[src/verilog/memTestPkg.sv]
package memTestPkg;

    localparam int addrWidth = 10;
    localparam int dataWidth = 16;
    localparam int apbAddrWidth = 8;

    // number of words covered by a full-range test
    localparam int memWords = 1 << addrWidth;

    localparam logic [apbAddrWidth-1:0] regCtrl = 8'h00;
    localparam logic [apbAddrWidth-1:0] regCount = 8'h04;
    localparam logic [apbAddrWidth-1:0] regStatus = 8'h08;
    localparam logic [apbAddrWidth-1:0] regErrCount = 8'h0C;
    localparam logic [apbAddrWidth-1:0] regErrAddr = 8'h10;

    // the controller drops ready for one cycle after this many accepted commands
    localparam int refreshInterval = 16;
    localparam int refreshCountWidth = $clog2(refreshInterval);

    localparam int readLatency = 2;

    typedef enum logic {
        patAddr = 1'b0,
        patInvAddr = 1'b1
    } patternMode;

    // expected memory word for an address under the selected pattern
    function automatic logic [dataWidth-1:0] patternData(input logic [addrWidth-1:0] addr,
                                                         input patternMode mode);
        logic [dataWidth-1:0] base;
        base = dataWidth'(addr);
        return (mode == patInvAddr) ? ~base : base;
    endfunction

endpackage

[src/verilog/memCmdIf.sv]
interface memCmdIf;
    import memTestPkg::*;

    logic ready;
    logic trigger;
    logic [addrWidth-1:0] addr;
    logic write;
    logic [dataWidth-1:0] writeData;
    logic [dataWidth-1:0] readData;
    logic readDataValid;

    // a command is taken on every cycle with trigger and ready both high
    modport seq (
        output trigger, addr, write, writeData,
        input ready
    );

    modport ctrl (
        input trigger, addr, write, writeData,
        output ready, readData, readDataValid
    );

    modport chk (
        input readData, readDataValid
    );

endinterface

[src/verilog/apbRegs.sv]
module apbRegs (
    input  logic clk,
    input  logic rstN,
    input  logic [memTestPkg::apbAddrWidth-1:0] paddr,
    input  logic psel,
    input  logic penable,
    input  logic pwrite,
    input  logic [31:0] pwdata,
    input  logic done,
    input  logic [15:0] errCount,
    input  logic [memTestPkg::addrWidth-1:0] errAddr,
    output logic [31:0] prdata,
    output logic pready,
    output logic pslverr,
    output logic start,
    output logic [memTestPkg::addrWidth:0] count,
    output memTestPkg::patternMode pattern,
    output logic busy,
    output logic irq
);
    import memTestPkg::*;

    logic access;
    logic writeEn;
    logic knownReg;
    logic readOnlyReg;
    logic doneFlag;

    assign access = psel && penable;
    assign writeEn = access && pwrite;

    // no wait states, every access phase completes at once
    assign pready = access;
    assign pslverr = access && (!knownReg || (pwrite && readOnlyReg));
    assign irq = doneFlag;

    always_comb begin
        knownReg = 1'b1;
        readOnlyReg = 1'b0;
        prdata = '0;
        case (paddr)
            regCtrl: prdata = {30'd0, pattern, 1'b0};
            regCount: prdata = 32'(count);
            regStatus: begin
                prdata = {30'd0, doneFlag, busy};
                readOnlyReg = 1'b1;
            end
            regErrCount: begin
                prdata = 32'(errCount);
                readOnlyReg = 1'b1;
            end
            regErrAddr: begin
                prdata = 32'(errAddr);
                readOnlyReg = 1'b1;
            end
            default: knownReg = 1'b0;
        endcase
    end

    always_ff @(posedge clk) begin
        if (!rstN) begin
            start <= 1'b0;
            busy <= 1'b0;
            doneFlag <= 1'b0;
            count <= (addrWidth+1)'(memWords);
            pattern <= patAddr;
        end else begin
            start <= 1'b0;
            if (done) begin
                busy <= 1'b0;
                doneFlag <= 1'b1;
            end
            // configuration is frozen while a test runs, so a late start is dropped too
            if (writeEn && !busy) begin
                if (paddr == regCtrl) begin
                    pattern <= patternMode'(pwdata[1]);
                    if (pwdata[0]) begin
                        start <= 1'b1;
                        busy <= 1'b1;
                        doneFlag <= 1'b0;
                    end
                end
                if (paddr == regCount) begin
                    count <= (pwdata == 32'd0 || pwdata > memWords) ?
                             (addrWidth+1)'(memWords) : pwdata[addrWidth:0];
                end
            end
        end
    end

    apbEnableNeedsSel: assert property (@(posedge clk) disable iff (!rstN)
        penable |-> psel)
        else $error("penable high without psel");

endmodule

[src/verilog/memTester.sv]
module memTester (
    input  logic clk,
    input  logic rstN,
    input  logic [memTestPkg::apbAddrWidth-1:0] paddr,
    input  logic psel,
    input  logic penable,
    input  logic pwrite,
    input  logic [31:0] pwdata,
    output logic [31:0] prdata,
    output logic pready,
    output logic pslverr,
    output logic irq,
    output logic sramCe,
    output logic sramWe,
    output logic [memTestPkg::addrWidth-1:0] sramAddr,
    output logic [memTestPkg::dataWidth-1:0] sramWdata,
    input  logic [memTestPkg::dataWidth-1:0] sramRdata
);
    import memTestPkg::*;

    logic start;
    logic [addrWidth:0] count;
    patternMode pattern;
    logic done;
    logic [15:0] errCount;
    logic [addrWidth-1:0] errAddr;

    memCmdIf cmdBus ();

    apbRegs regs_i (
        .clk(clk),
        .rstN(rstN),
        .paddr(paddr),
        .psel(psel),
        .penable(penable),
        .pwrite(pwrite),
        .pwdata(pwdata),
        .done(done),
        .errCount(errCount),
        .errAddr(errAddr),
        .prdata(prdata),
        .pready(pready),
        .pslverr(pslverr),
        .start(start),
        .count(count),
        .pattern(pattern),
        .busy(),
        .irq(irq)
    );

    testSequencer seq_i (
        .clk(clk),
        .rstN(rstN),
        .start(start),
        .count(count),
        .pattern(pattern),
        .cmd(cmdBus.seq)
    );

    sramController ctrl_i (
        .clk(clk),
        .rstN(rstN),
        .sramRdata(sramRdata),
        .cmd(cmdBus.ctrl),
        .sramCe(sramCe),
        .sramWe(sramWe),
        .sramAddr(sramAddr),
        .sramWdata(sramWdata)
    );

    readChecker chk_i (
        .clk(clk),
        .rstN(rstN),
        .start(start),
        .count(count),
        .pattern(pattern),
        .cmd(cmdBus.chk),
        .done(done),
        .errCount(errCount),
        .errAddr(errAddr)
    );

endmodule

[src/verilog/readChecker.sv]
module readChecker (
    input  logic clk,
    input  logic rstN,
    input  logic start,
    input  logic [memTestPkg::addrWidth:0] count,
    input  memTestPkg::patternMode pattern,
    memCmdIf.chk cmd,
    output logic done,
    output logic [15:0] errCount,
    output logic [memTestPkg::addrWidth-1:0] errAddr
);
    import memTestPkg::*;

    logic [addrWidth-1:0] expAddr;
    logic [addrWidth-1:0] lastAddr;
    logic mismatch;

    assign lastAddr = addrWidth'(count - 1'b1);
    assign mismatch = cmd.readData != patternData(expAddr, pattern);

    // reads come back in order, so the expected address just counts up
    assign done = cmd.readDataValid && (expAddr == lastAddr);

    always_ff @(posedge clk) begin
        if (!rstN) begin
            expAddr <= '0;
            errCount <= '0;
            errAddr <= '1;
        end else if (start) begin
            expAddr <= '0;
            errCount <= '0;
            errAddr <= '1;
        end else if (cmd.readDataValid) begin
            expAddr <= expAddr + 1'b1;
            if (mismatch) begin
                errCount <= errCount + 1'b1;
                // only the first failing address is kept
                if (errCount == '0) begin
                    errAddr <= expAddr;
                end
            end
        end
    end

endmodule

[src/verilog/sramController.sv]
module sramController (
    input  logic clk,
    input  logic rstN,
    input  logic [memTestPkg::dataWidth-1:0] sramRdata,
    memCmdIf.ctrl cmd,
    output logic sramCe,
    output logic sramWe,
    output logic [memTestPkg::addrWidth-1:0] sramAddr,
    output logic [memTestPkg::dataWidth-1:0] sramWdata
);
    import memTestPkg::*;

    logic accepted;
    logic [refreshCountWidth-1:0] acceptCount;
    logic [readLatency:0] readTag;

    assign accepted = cmd.trigger && cmd.ready;

    // the SRAM output is already aligned by the tag pipe
    assign cmd.readData = sramRdata;
    assign cmd.readDataValid = readTag[readLatency];

    // refresh-like stall, one dead cycle per block of accepted commands
    always_ff @(posedge clk) begin
        if (!rstN) begin
            cmd.ready <= 1'b0;
            acceptCount <= '0;
        end else if (accepted) begin
            if (acceptCount == refreshCountWidth'(refreshInterval - 1)) begin
                acceptCount <= '0;
                cmd.ready <= 1'b0;
            end else begin
                acceptCount <= acceptCount + 1'b1;
                cmd.ready <= 1'b1;
            end
        end else begin
            cmd.ready <= 1'b1;
        end
    end

    always_ff @(posedge clk) begin
        if (!rstN) begin
            sramCe <= 1'b0;
            sramWe <= 1'b0;
            readTag <= '0;
        end else begin
            sramCe <= accepted;
            sramWe <= accepted && cmd.write;
            readTag <= {readTag[readLatency-1:0], accepted && !cmd.write};
        end
    end

    always_ff @(posedge clk) begin
        if (accepted) begin
            sramAddr <= cmd.addr;
            sramWdata <= cmd.writeData;
        end
    end

    readValidFollowsRead: assert property (@(posedge clk) disable iff (!rstN)
        cmd.readDataValid |-> $past(cmd.trigger && cmd.ready && !cmd.write, readLatency + 1))
        else $error("read data valid without a matching read command");

endmodule

[src/verilog/testSequencer.sv]
module testSequencer (
    input  logic clk,
    input  logic rstN,
    input  logic start,
    input  logic [memTestPkg::addrWidth:0] count,
    input  memTestPkg::patternMode pattern,
    memCmdIf.seq cmd
);
    import memTestPkg::*;

    typedef enum logic [1:0] {
        idle,
        writePass,
        readPass
    } seqState;

    seqState state;
    logic [addrWidth-1:0] lastAddr;
    logic [addrWidth-1:0] nextAddr;
    logic accepted;

    // count is at least one, the register block clamps zero to a full range
    assign lastAddr = addrWidth'(count - 1'b1);
    assign nextAddr = cmd.addr + 1'b1;
    assign accepted = cmd.trigger && cmd.ready;

    always_ff @(posedge clk) begin
        if (!rstN) begin
            state <= idle;
            cmd.trigger <= 1'b0;
            cmd.addr <= '0;
            cmd.write <= 1'b0;
        end else begin
            case (state)
                idle: begin
                    if (start) begin
                        state <= writePass;
                        cmd.trigger <= 1'b1;
                        cmd.addr <= '0;
                        cmd.write <= 1'b1;
                        cmd.writeData <= patternData('0, pattern);
                    end
                end

                writePass: begin
                    if (accepted) begin
                        if (cmd.addr == lastAddr) begin
                            // trigger stays high, the read pass follows without a gap
                            state <= readPass;
                            cmd.addr <= '0;
                            cmd.write <= 1'b0;
                        end else begin
                            cmd.addr <= nextAddr;
                            cmd.writeData <= patternData(nextAddr, pattern);
                        end
                    end
                end

                readPass: begin
                    if (accepted) begin
                        if (cmd.addr == lastAddr) begin
                            state <= idle;
                            cmd.trigger <= 1'b0;
                        end else begin
                            cmd.addr <= nextAddr;
                        end
                    end
                end

                default: begin
                    state <= idle;
                    cmd.trigger <= 1'b0;
                end
            endcase
        end
    end

    // while the controller stalls, the pending command must not move
    cmdHoldWhileStalled: assert property (@(posedge clk) disable iff (!rstN)
        cmd.trigger && !cmd.ready |=>
            cmd.trigger && $stable(cmd.addr) && $stable(cmd.write) && $stable(cmd.writeData))
        else $error("command changed while stalled");

endmodule
[config.mk]
export PLATFORM = sky130hd
export DESIGN_NAME = memTester
export DESIGN_NICKNAME = d
export VERILOG_FILES = /design/src/verilog/memTestPkg.sv /design/src/verilog/memCmdIf.sv /design/src/verilog/apbRegs.sv /design/src/verilog/memTester.sv /design/src/verilog/readChecker.sv /design/src/verilog/sramController.sv /design/src/verilog/testSequencer.sv
export SDC_FILE = /design/constraint.sdc
export NUM_CORES = 1
export LEC_CHECK = 0
export ABC_AREA = 1
export BUFFER_PORTS_ARGS = -buffer_cell sky130_fd_sc_hd__buf_2
export CORE_MARGIN = 1
export CORE_UTILIZATION = 45
export DETAILED_ROUTE_END_ITERATION = 10
export PLACE_DENSITY_LB_ADDON = 0.12
export SLEW_MARGIN = 30
export SYNTH_ARGS = -nofsm -noshare
export SYNTH_HDL_FRONTEND = slang
export SYNTH_HIERARCHICAL = 1
export SYNTH_SLANG_ARGS = --single-unit
[constraint.sdc]
create_clock -name clk -period 4.3 [get_ports clk]
set_clock_uncertainty 0.1 [all_clocks]
set_input_delay 0.43 -clock clk [delete_from_list [all_inputs] [get_ports clk]]
set_output_delay 0.43 -clock clk [all_outputs]
set_load 0.02 [all_outputs]
==> metrics.txt, run 1 <==
beginning of the critical path ctrl_i/readTag[2]; CTS tree built; Routed WL 16,000 µm; first-pass GRT wire length 26,500 µm; Mapped Cells 989; met1 Track Usage GR 0.254; min cycle time layout 2.51 ns; number of hold buffers added after CTS 0; final RePlAce weighted congestion 0.871; Slew Limit Fails 0; worst hold start pwdata[6]; Layout area overhead 10.5%; reg2reg setup slack 1.79 ns; Adder-Cell Fraction of Synth Area 0.0194; worst setup path category reg -> reg; Clk pin slew, worst setup/hold paths 0.08 ns; count leader, synth nand2_1; number of synthesized flops with an enable pin 37; clock root buffer clkbuf_16; Slew HR 0.489; worst flop-to-flop path endpoint chk_i/errAddr[0]; synth warn 6; Die W 128 µm; WP data required 4.46 ns; status completed; synthesized area per cell 7.18 µm²; Post-synth top cells nand2_1 (246), nor2_1 (117), inv_1 (115); xor/xnor share of the synthesized area 0.0580; vias in the first global route 5,511; CTS sink cnt 112; post-place setup slack 1.77 ns; Slew @ Worst Pin 0.765 ns; Crit Reg-Reg Startpoint ctrl_i/readTag[2]; CTS buffer count 9; Netlist Area Pre-Place 7100 µm²; asr flop ratio synth 0; grt ovf 0; biggest area consumer among synthesized cells dfxtp_1; initial antenna violation count 0; Final Hold Fails 0; Synth cell types 51; DR DRC count 0; share of the synthesized area in the top cell type 0.211; layer with the highest usage met2; clock latency on the worst-skew pair 0.37 ns; fin cells 1,279; Crit. End Element flip-flop; placed cells 1,263; Crit Path Max Fanout 20; via count 6,091; Yosys reg bits 112; compound-cell area share of the yosys netlist 0.0807; Max-Cap Viols 0; Setup Buffers After CTS 0; RSZ-0062 raised after global routing false; Core Area 15,300 µm²; ranking of synthesized cells by area dfxtp_1 (21%), edfxtp_1 (16%), nand2_1 (13%); DRT antenna net count 0; register area share after synthesis 0.368; WL per Instance 12.5 µm; Worst VDD drop 0.276 mV; grt met2 use 0.366; First-pass DRT Iterations 5; ANT cells 0; deepest clock path buffer count 2; htree depth 3; setup ws final 1.79 ns; Util after Layout 0.512; met3 Use GR 0.0310; Hold Path Sink regs_i/count[6]; proportion of synthesized area in mux cells 0; gr usage total 0.206; Reg2Reg Depth 5; period utilization 0.584; Final Setup Violations 0; nets 1,135; post_cts resized 0; die height 128 µm; Hold Path Cell Cnt 3; Initial Utilization 0.464; static leakage 3.53 nW; DP HPWL 12,100 µm; largest net degree at the start of global routing 33; worst hold path type in -> reg; Fmax 0.398 GHz; via/cell ratio 4.76; simple-gate portion of the synthesized area 0.340; Primary FF master, synth dfxtp_1; drt first-iter violations 314; Die ar. 16,300 µm²; CP Launch Type flip-flop; worst path arrival time 2.67 ns; Fillers 1,560; largest family of logic cells by synthesized area simple AND/OR/NAND/NOR gates; setup TNS 0 ns; fraction of layout cells with a size suffix above 1 0.184; site row count 45; Port Buffer Count 107; IO Count 124; PwrDens 332 nW/µm²
[metal layers]
layer  part of all wire  vias up
met3              0.031       15
met4              0.016        0
li1                   -     3257
met2               0.49       96
met5                  0        -
met1               0.46     2723
[flip-flops by register name (all words and copies together) (netlist names), 2 cells and up]
name / cells
seq_i/cmd.addr: 10
chk_i/expAddr: 10
ctrl_i/acceptCount: 4
regs_i/count: 11
chk_i/errCount: 16
seq_i/cmd.writeData: 11
seq_i/state: 2
ctrl_i/readTag: 3
ctrl_i/sramAddr: 10
chk_i/errAddr: 10
ctrl_i/sramWdata: 16
[through the flow]
stage,power (mW),hold slack [ns],cell area (µm²)
after floorplan,1.63,0.290,7160
after global placement,1.71,0.301,7520
after detailed placement,1.72,0.305,7520
after CTS,2.63,0.219,7850
after global routing,2.73,0.236,7850
final,2.60,0.233,7850
[layout make-up]
class,count,area [µm²],share of cell area
inverter,128,487,0.0620
clock inverter,7,103,0.0131
timing repair buffer,110,558,0.0711
tap,211,264,0.0337
clock buffer,9,225,0.0287
sequential,112,2610,0.333
multi-input combinational,702,3600,0.458
[worst max-delay path by stage]
stage	to	cells past startpoint	slack (ns)
after global routing	chk_i/errCount[7]	12	1.46
after floorplan	seq_i/cmd.writeData[0]	10	2.21
final	chk_i/errAddr[0]	5	1.79
after global placement	chk_i/errCount[7]	12	1.78
after CTS	chk_i/errCount[7]	10	1.76
after detailed placement	chk_i/errCount[7]	10	1.77
[where the power goes]
part           internal, mW  total, mW  switching [mW]
Clock                 0.475      0.911           0.437
Sequential             1.19       1.24          0.0481
Combinational         0.145      0.451           0.306
Total                  1.81       2.60           0.790
[cells by family (layout without fill, tap and decap cells)]
| logic type | after synthesis | after routing |
|---|---|---|
| other | 1 | 16 |
| buffers and inverters | 190 | 254 |
| and+or+nand+nor | 537 | 537 |
| adders and majority gates | 11 | 11 |
| xor gates and xnor gates | 47 | 47 |
| AOI/OAI and AO/OA | 91 | 91 |
| DFF | 112 | 112 |
[placed cells by master (no fill, tap or decap), types with 2 or more instances in the layout]
cell type | Yosys | routed
a21oi_1 | 41 | 41
a21oi_2 | 13 | 13
buf_2 | 6 | 107
buf_4 | 40 | 3
clkbuf_16 | 0 | 9
clkinv_1 | 4 | 4
clkinv_8 | 0 | 2
conb_1 | 1 | 16
dfxtp_1 | 75 | 75
edfxtp_1 | 37 | 37
ha_1 | 11 | 11
inv_1 | 115 | 115
inv_2 | 6 | 6
inv_4 | 2 | 2
inv_6 | 0 | 2
inv_8 | 0 | 2
nand2_1 | 246 | 246
nand2_2 | 21 | 21
nand2_4 | 4 | 4
nand3_1 | 93 | 93
nand3b_1 | 3 | 3
nand4_1 | 13 | 13
nand4_2 | 2 | 2
nor2_1 | 117 | 117
nor2_2 | 9 | 9
nor3_1 | 16 | 16
nor4_1 | 3 | 3
o2111ai_1 | 4 | 4
o211ai_1 | 4 | 4
o21ai_0 | 15 | 15
o21ai_1 | 2 | 2
o21ai_2 | 2 | 2
o221ai_1 | 5 | 5
or2_2 | 2 | 2
xnor2_1 | 11 | 11
xor2_1 | 36 | 36
[critical path, cell delays in order, from the launching register on]
cell and delay, ns:
dfxtp_1 0.82, inv_1 0.27, nor2_1 0.61, nand2_1 0.39
nand2_1 0.14, nand3_1 0.07
Power figures use the tool's default switching activity.
==> inputs of run 2 (changes only) <==
==> constraint.sdc (replaced) <==
create_clock -name clk -period 2.4 [get_ports clk]
set_clock_uncertainty 0.1 [all_clocks]
set_input_delay 0.24 -clock clk [delete_from_list [all_inputs] [get_ports clk]]
set_output_delay 0.24 -clock clk [all_outputs]
set_load 0.02 [all_outputs]
==> metrics.txt, run 2 (synthesis gave the netlist of run 1 again) <==
Crit Reg-Reg Startpoint regs_i/count[1]; critical path's top delay family simple AND/OR/NAND/NOR gates; Initial Utilization 0.464; grt ovf 0; Max stage delay on crit path 0.37 ns; htree depth 3; Clk pin slew, worst setup/hold paths 0.08 ns; status completed; final RePlAce weighted congestion 0.846; initial antenna violation count 0; Die ar. 16,300 µm²; Hold Path Cell Cnt 3; Worst path most repeated cell nand2_1; gr usage total 0.211; min cycle time layout 2.11 ns; Layout area overhead 11.5%; Buf/Inv on CP 3; vias in the first global route 5,712; clock latency on the worst-skew pair 0.36 ns; static leakage 3.57 nW; Hold Path Sink regs_i/pattern; IO Count 124; clock root buffer clkbuf_16; PwrDens 576 nW/µm²; CP Launch Type flip-flop; Core Area 15,300 µm²; Worst VDD drop 0.434 mV; drt first-iter violations 310; CTS buffer count 9; die height 128 µm; CTS tree built; worst hold start pwdata[1]; first-pass GRT wire length 27,300 µm; worst-path cell chain inv_1 -> ha_2 -> inv_1 -> nand2_1 -> nand2_1 -> nor2_1 -> nand2_1 -> a21oi_1 -> nand4_2 -> buf_4 -> nand2_2 -> nand2_4 -> a21oi_1 -> nor2_1; Slew Limit Fails 0; via/cell ratio 4.81; Crit. End Element flip-flop; Reg2Reg Depth 14; site row count 45; ANT cells 0; worst hold path type in -> reg; Fmax 0.475 GHz; largest registers chk_i/errCount x16, ctrl_i/sramWdata x16; commonest non-fill, non-tap cell in the layout nand2_1; RSZ-0062 raised after global routing false; Final Hold Fails 0; largest net degree at the start of global routing 33; nets 1,147; Routed WL 16,300 µm; DRT antenna net count 0; DP HPWL 12,500 µm; worst path arrival time 2.26 ns; Power, Total 4.56 mW; hold_ws 0.0503 ns; reg2reg setup slack 0.29 ns; Max-Cap Viols 0; CP max stage cell dfxtp_1; Port Buffer Count 107; First-pass DRT Iterations 5; period utilization 0.878; setup TNS 0 ns; CTS sink cnt 112; Final Setup Violations 0; fraction of layout cells with a size suffix above 1 0.195; WL per Instance 12.6 µm; via count 6,212; Crit Path Max Fanout 8; WP data required 2.56 ns; deepest clock path buffer count 2; worst setup path category reg -> reg; commonest cells after routing, fill and taps aside nand2_1 (246), nor2_1 (117), inv_1 (115); DR DRC count 0; worst flop-to-flop path endpoint seq_i/cmd.addr[3]; Die W 128 µm; Util after Layout 0.517
## run 2: cell types whose count changed in the layout (fill, tap and decap cells not counted), sizes merged
cell	delta
clkinv	+1
buf	+12
bufinv	-1
## run 2: cell type report
| class | count | area, µm² |
|---|---|---|
| fill | 1617 | 7400 |
| multi-input combinational | 702 | 3600 |
| sequential | 112 | 2610 |
| timing repair buffer | 122 | 661 |
| inverter | 128 | 487 |
| tap | 211 | 264 |
| clock buffer | 9 | 225 |
| clock inverter | 7 | 70.1 |
## run 2: how the worst max path moves through the flow
stage | end | from | slack [ns] | depth (start not counted)
2_1_floorplan | seq_i/cmd.writeData[0] | regs_i/count[0] | 0.31 | 10
3_3_place_gp | seq_i/cmd.writeData[9] | regs_i/count[0] | 0.24 | 10
3_5_place_dp | seq_i/cmd.writeData[9] | regs_i/count[0] | 0.17 | 10
4_1_cts | seq_i/cmd.writeData[4] | regs_i/count[0] | 0.15 | 10
5_1_grt | seq_i/cmd.addr[9] | regs_i/count[1] | 0.05 | 14
6_report | seq_i/cmd.addr[3] | regs_i/count[1] | 0.29 | 14
## run 2: repair_timing
action,in CTS,in global routing
buffers inserted,0,0
resized for setup,0,3
endpoints found under the setup margin,0,19
hold buffers,0,0
## run 2: power by group
part / switching, mW / internal, mW / leakage, nW
Clock: 0.758 / 0.737 / 0.147
Sequential: 0.0848 / 2.14 / 0.950
Combinational: 0.566 / 0.279 / 2.47
Total: 1.41 / 3.15 / 3.57
## run 2: layer usage
| metal | track usage | wire [µm] | vias up |
|---|---|---|---|
| met2 | 0.379 | 8120 | 118 |
| met5 | 0 | 0 | - |
| met3 | 0.0306 | 503 | 16 |
| li1 | - | - | 3278 |
| met4 | 0.0623 | 232 | 0 |
| met1 | 0.262 | 7440 | 2800 |
## run 2: tightest hold or removal path: stages
cell and delay [ns]:
buf_2 0.11, nor3_1 0.05, nor2_1 0.08
## run 2: metrics by stage
step / setup slack, ns / instances / cell area, µm²
finish: 0.293 / 1291 / 7920
global route: 0.0511 / 1291 / 7920
CTS: 0.147 / 1291 / 7920
detailed placement: 0.170 / 1275 / 7620
global placement: 0.235 / 1275 / 7620
floorplan: 0.308 / 1004 / 7160
==> inputs of run 3 (changes only) <==
==> constraint.sdc (replaced) <==
create_clock -name clk -period 2.6 [get_ports clk]
set_clock_uncertainty 0.1 [all_clocks]
set_input_delay 0.26 -clock clk [delete_from_list [all_inputs] [get_ports clk]]
set_output_delay 0.26 -clock clk [all_outputs]
set_load 0.02 [all_outputs]
==> metrics.txt, run 3 (synthesis gave the netlist of run 1 again) <==
period utilization 0.876; area of the multi-input gates 3600 µm²; static leakage 3.57 nW; CTS sink cnt 112; min cycle time layout 2.28 ns; DRT antenna net count 0; commonest cells after routing, fill and taps aside nand2_1 (246), nor2_1 (117), inv_1 (115); layer with the highest usage met2; Fmax 0.439 GHz; Clk pin slew, worst setup/hold paths 0.09 ns; grt ovf 0; gr usage total 0.206; IO Count 124; commonest non-fill, non-tap cell in the layout nand2_1; Fillers 1,610; PwrDens 544 nW/µm²; worst hold start pwdata[1]; RSZ-0062 raised after global routing false; Die W 128 µm; Layout area overhead 11.3%; first-pass GRT wire length 26,500 µm; CP Launch Type flip-flop; DR DRC count 0; First-pass DRT Iterations 7; initial antenna violation count 0; status completed; site row count 45; post_cts resized 0; setup ws final 0.323 ns; worst flop-to-flop path endpoint seq_i/cmd.writeData[14]; deepest clock path buffer count 2; Final Hold Fails 0; worst hold path type in -> reg; fraction of layout cells with a size suffix above 1 0.190; setup TNS 0 ns; Hold Path Sink regs_i/pattern; clock latency on the worst-skew pair 0.37 ns; via/cell ratio 4.79; Slew Limit Fails 0; met1 Track Usage GR 0.251; grt met2 use 0.372; Crit Reg-Reg Startpoint regs_i/count[1]; DP HPWL 12,300 µm; largest registers chk_i/errCount x16, ctrl_i/sramWdata x16; Routed WL 16,000 µm; Final Setup Violations 0; Worst VDD drop 0.444 mV; Die ar. 16,300 µm²; via count 6,167; drt first-iter violations 277; Port Buffer Count 107; worst path arrival time 2.23 ns; die height 128 µm; nets 1,143; Core Area 15,300 µm²; Max-Cap Viols 0; CTS tree built; reg2reg setup slack 0.32 ns; Hold Path Cell Cnt 3; Initial Utilization 0.464; CTS buffer count 9; clock root buffer clkbuf_16; Crit Path Max Fanout 11; met3 Use GR 0.0398; cell area after placement 7580 µm²; Final Cell Area 7900 µm²; WL per Instance 12.4 µm; post-place setup slack 0.319 ns; ANT cells 0; Slew HR 0.636; final RePlAce weighted congestion 0.882; FF/Latch Area 2610 µm²; vias in the first global route 5,617; Slew @ Worst Pin 0.542 ns; number of hold buffers added after CTS 0; Crit. End Element flip-flop; Reg2Reg Depth 10; Setup Buffers After CTS 0; largest net degree at the start of global routing 31; WP data required 2.56 ns; Power, Total 4.30 mW; worst setup path category reg -> reg; htree depth 3
[run 3: routing by layer]
metal  vias to the layer above  wire length (µm)
met5                         -                 0
met1                      2775              7250
met3                        13               547
met4                         0               163
li1                       3273                 -
met2                       106              8010
[run 3: worst max path at each step]
stage | from | to | slack [ns] | depth (start not counted)
2_1_floorplan | regs_i/count[0] | seq_i/cmd.writeData[0] | 0.51 | 10
6_report | regs_i/count[1] | seq_i/cmd.writeData[14] | 0.32 | 10
3_5_place_dp | regs_i/count[1] | seq_i/cmd.writeData[14] | 0.32 | 10
4_1_cts | regs_i/count[1] | seq_i/cmd.writeData[14] | 0.31 | 10
3_3_place_gp | regs_i/count[1] | seq_i/cmd.writeData[14] | 0.37 | 10
5_1_grt | regs_i/count[1] | seq_i/cmd.writeData[9] | 0.08 | 10
[run 3: cell type report]
class | instances | share of cell area
multi-input combinational | 702 | 0.455
sequential | 112 | 0.331
timing repair buffer | 118 | 0.0782
clock buffer | 9 | 0.0285
clock inverter | 7 | 0.0124
inverter | 128 | 0.0616
tap | 211 | 0.0334
[run 3: stage by stage]
step | utilization | hold slack [ns] | std cells
after global routing | 0.516 | 0.0780 | 1287
after CTS | 0.516 | 0.0622 | 1287
after global placement | 0.495 | 0.301 | 1271
final | 0.516 | 0.0697 | 1287
after floorplan | - | 0.253 | 1004
after detailed placement | 0.495 | 0.305 | 1271
[run 3: critical path, cell delays in order, from the launching register on]
cell     delay (ns)
dfxtp_1        0.33
inv_1          0.07
ha_1           0.24
nand2_1        0.10
nor2_1         0.10
nand2_1        0.07
nand2_1        0.06
nand2_1        0.04
nor2_1         0.17
nand4_2        0.22
o211a_1        0.45
[run 3: power breakdown]
| part | switching, mW | internal, mW |
|---|---|---|
| Clock | 0.712 | 0.784 |
| Sequential | 0.0772 | 1.97 |
| Combinational | 0.510 | 0.242 |
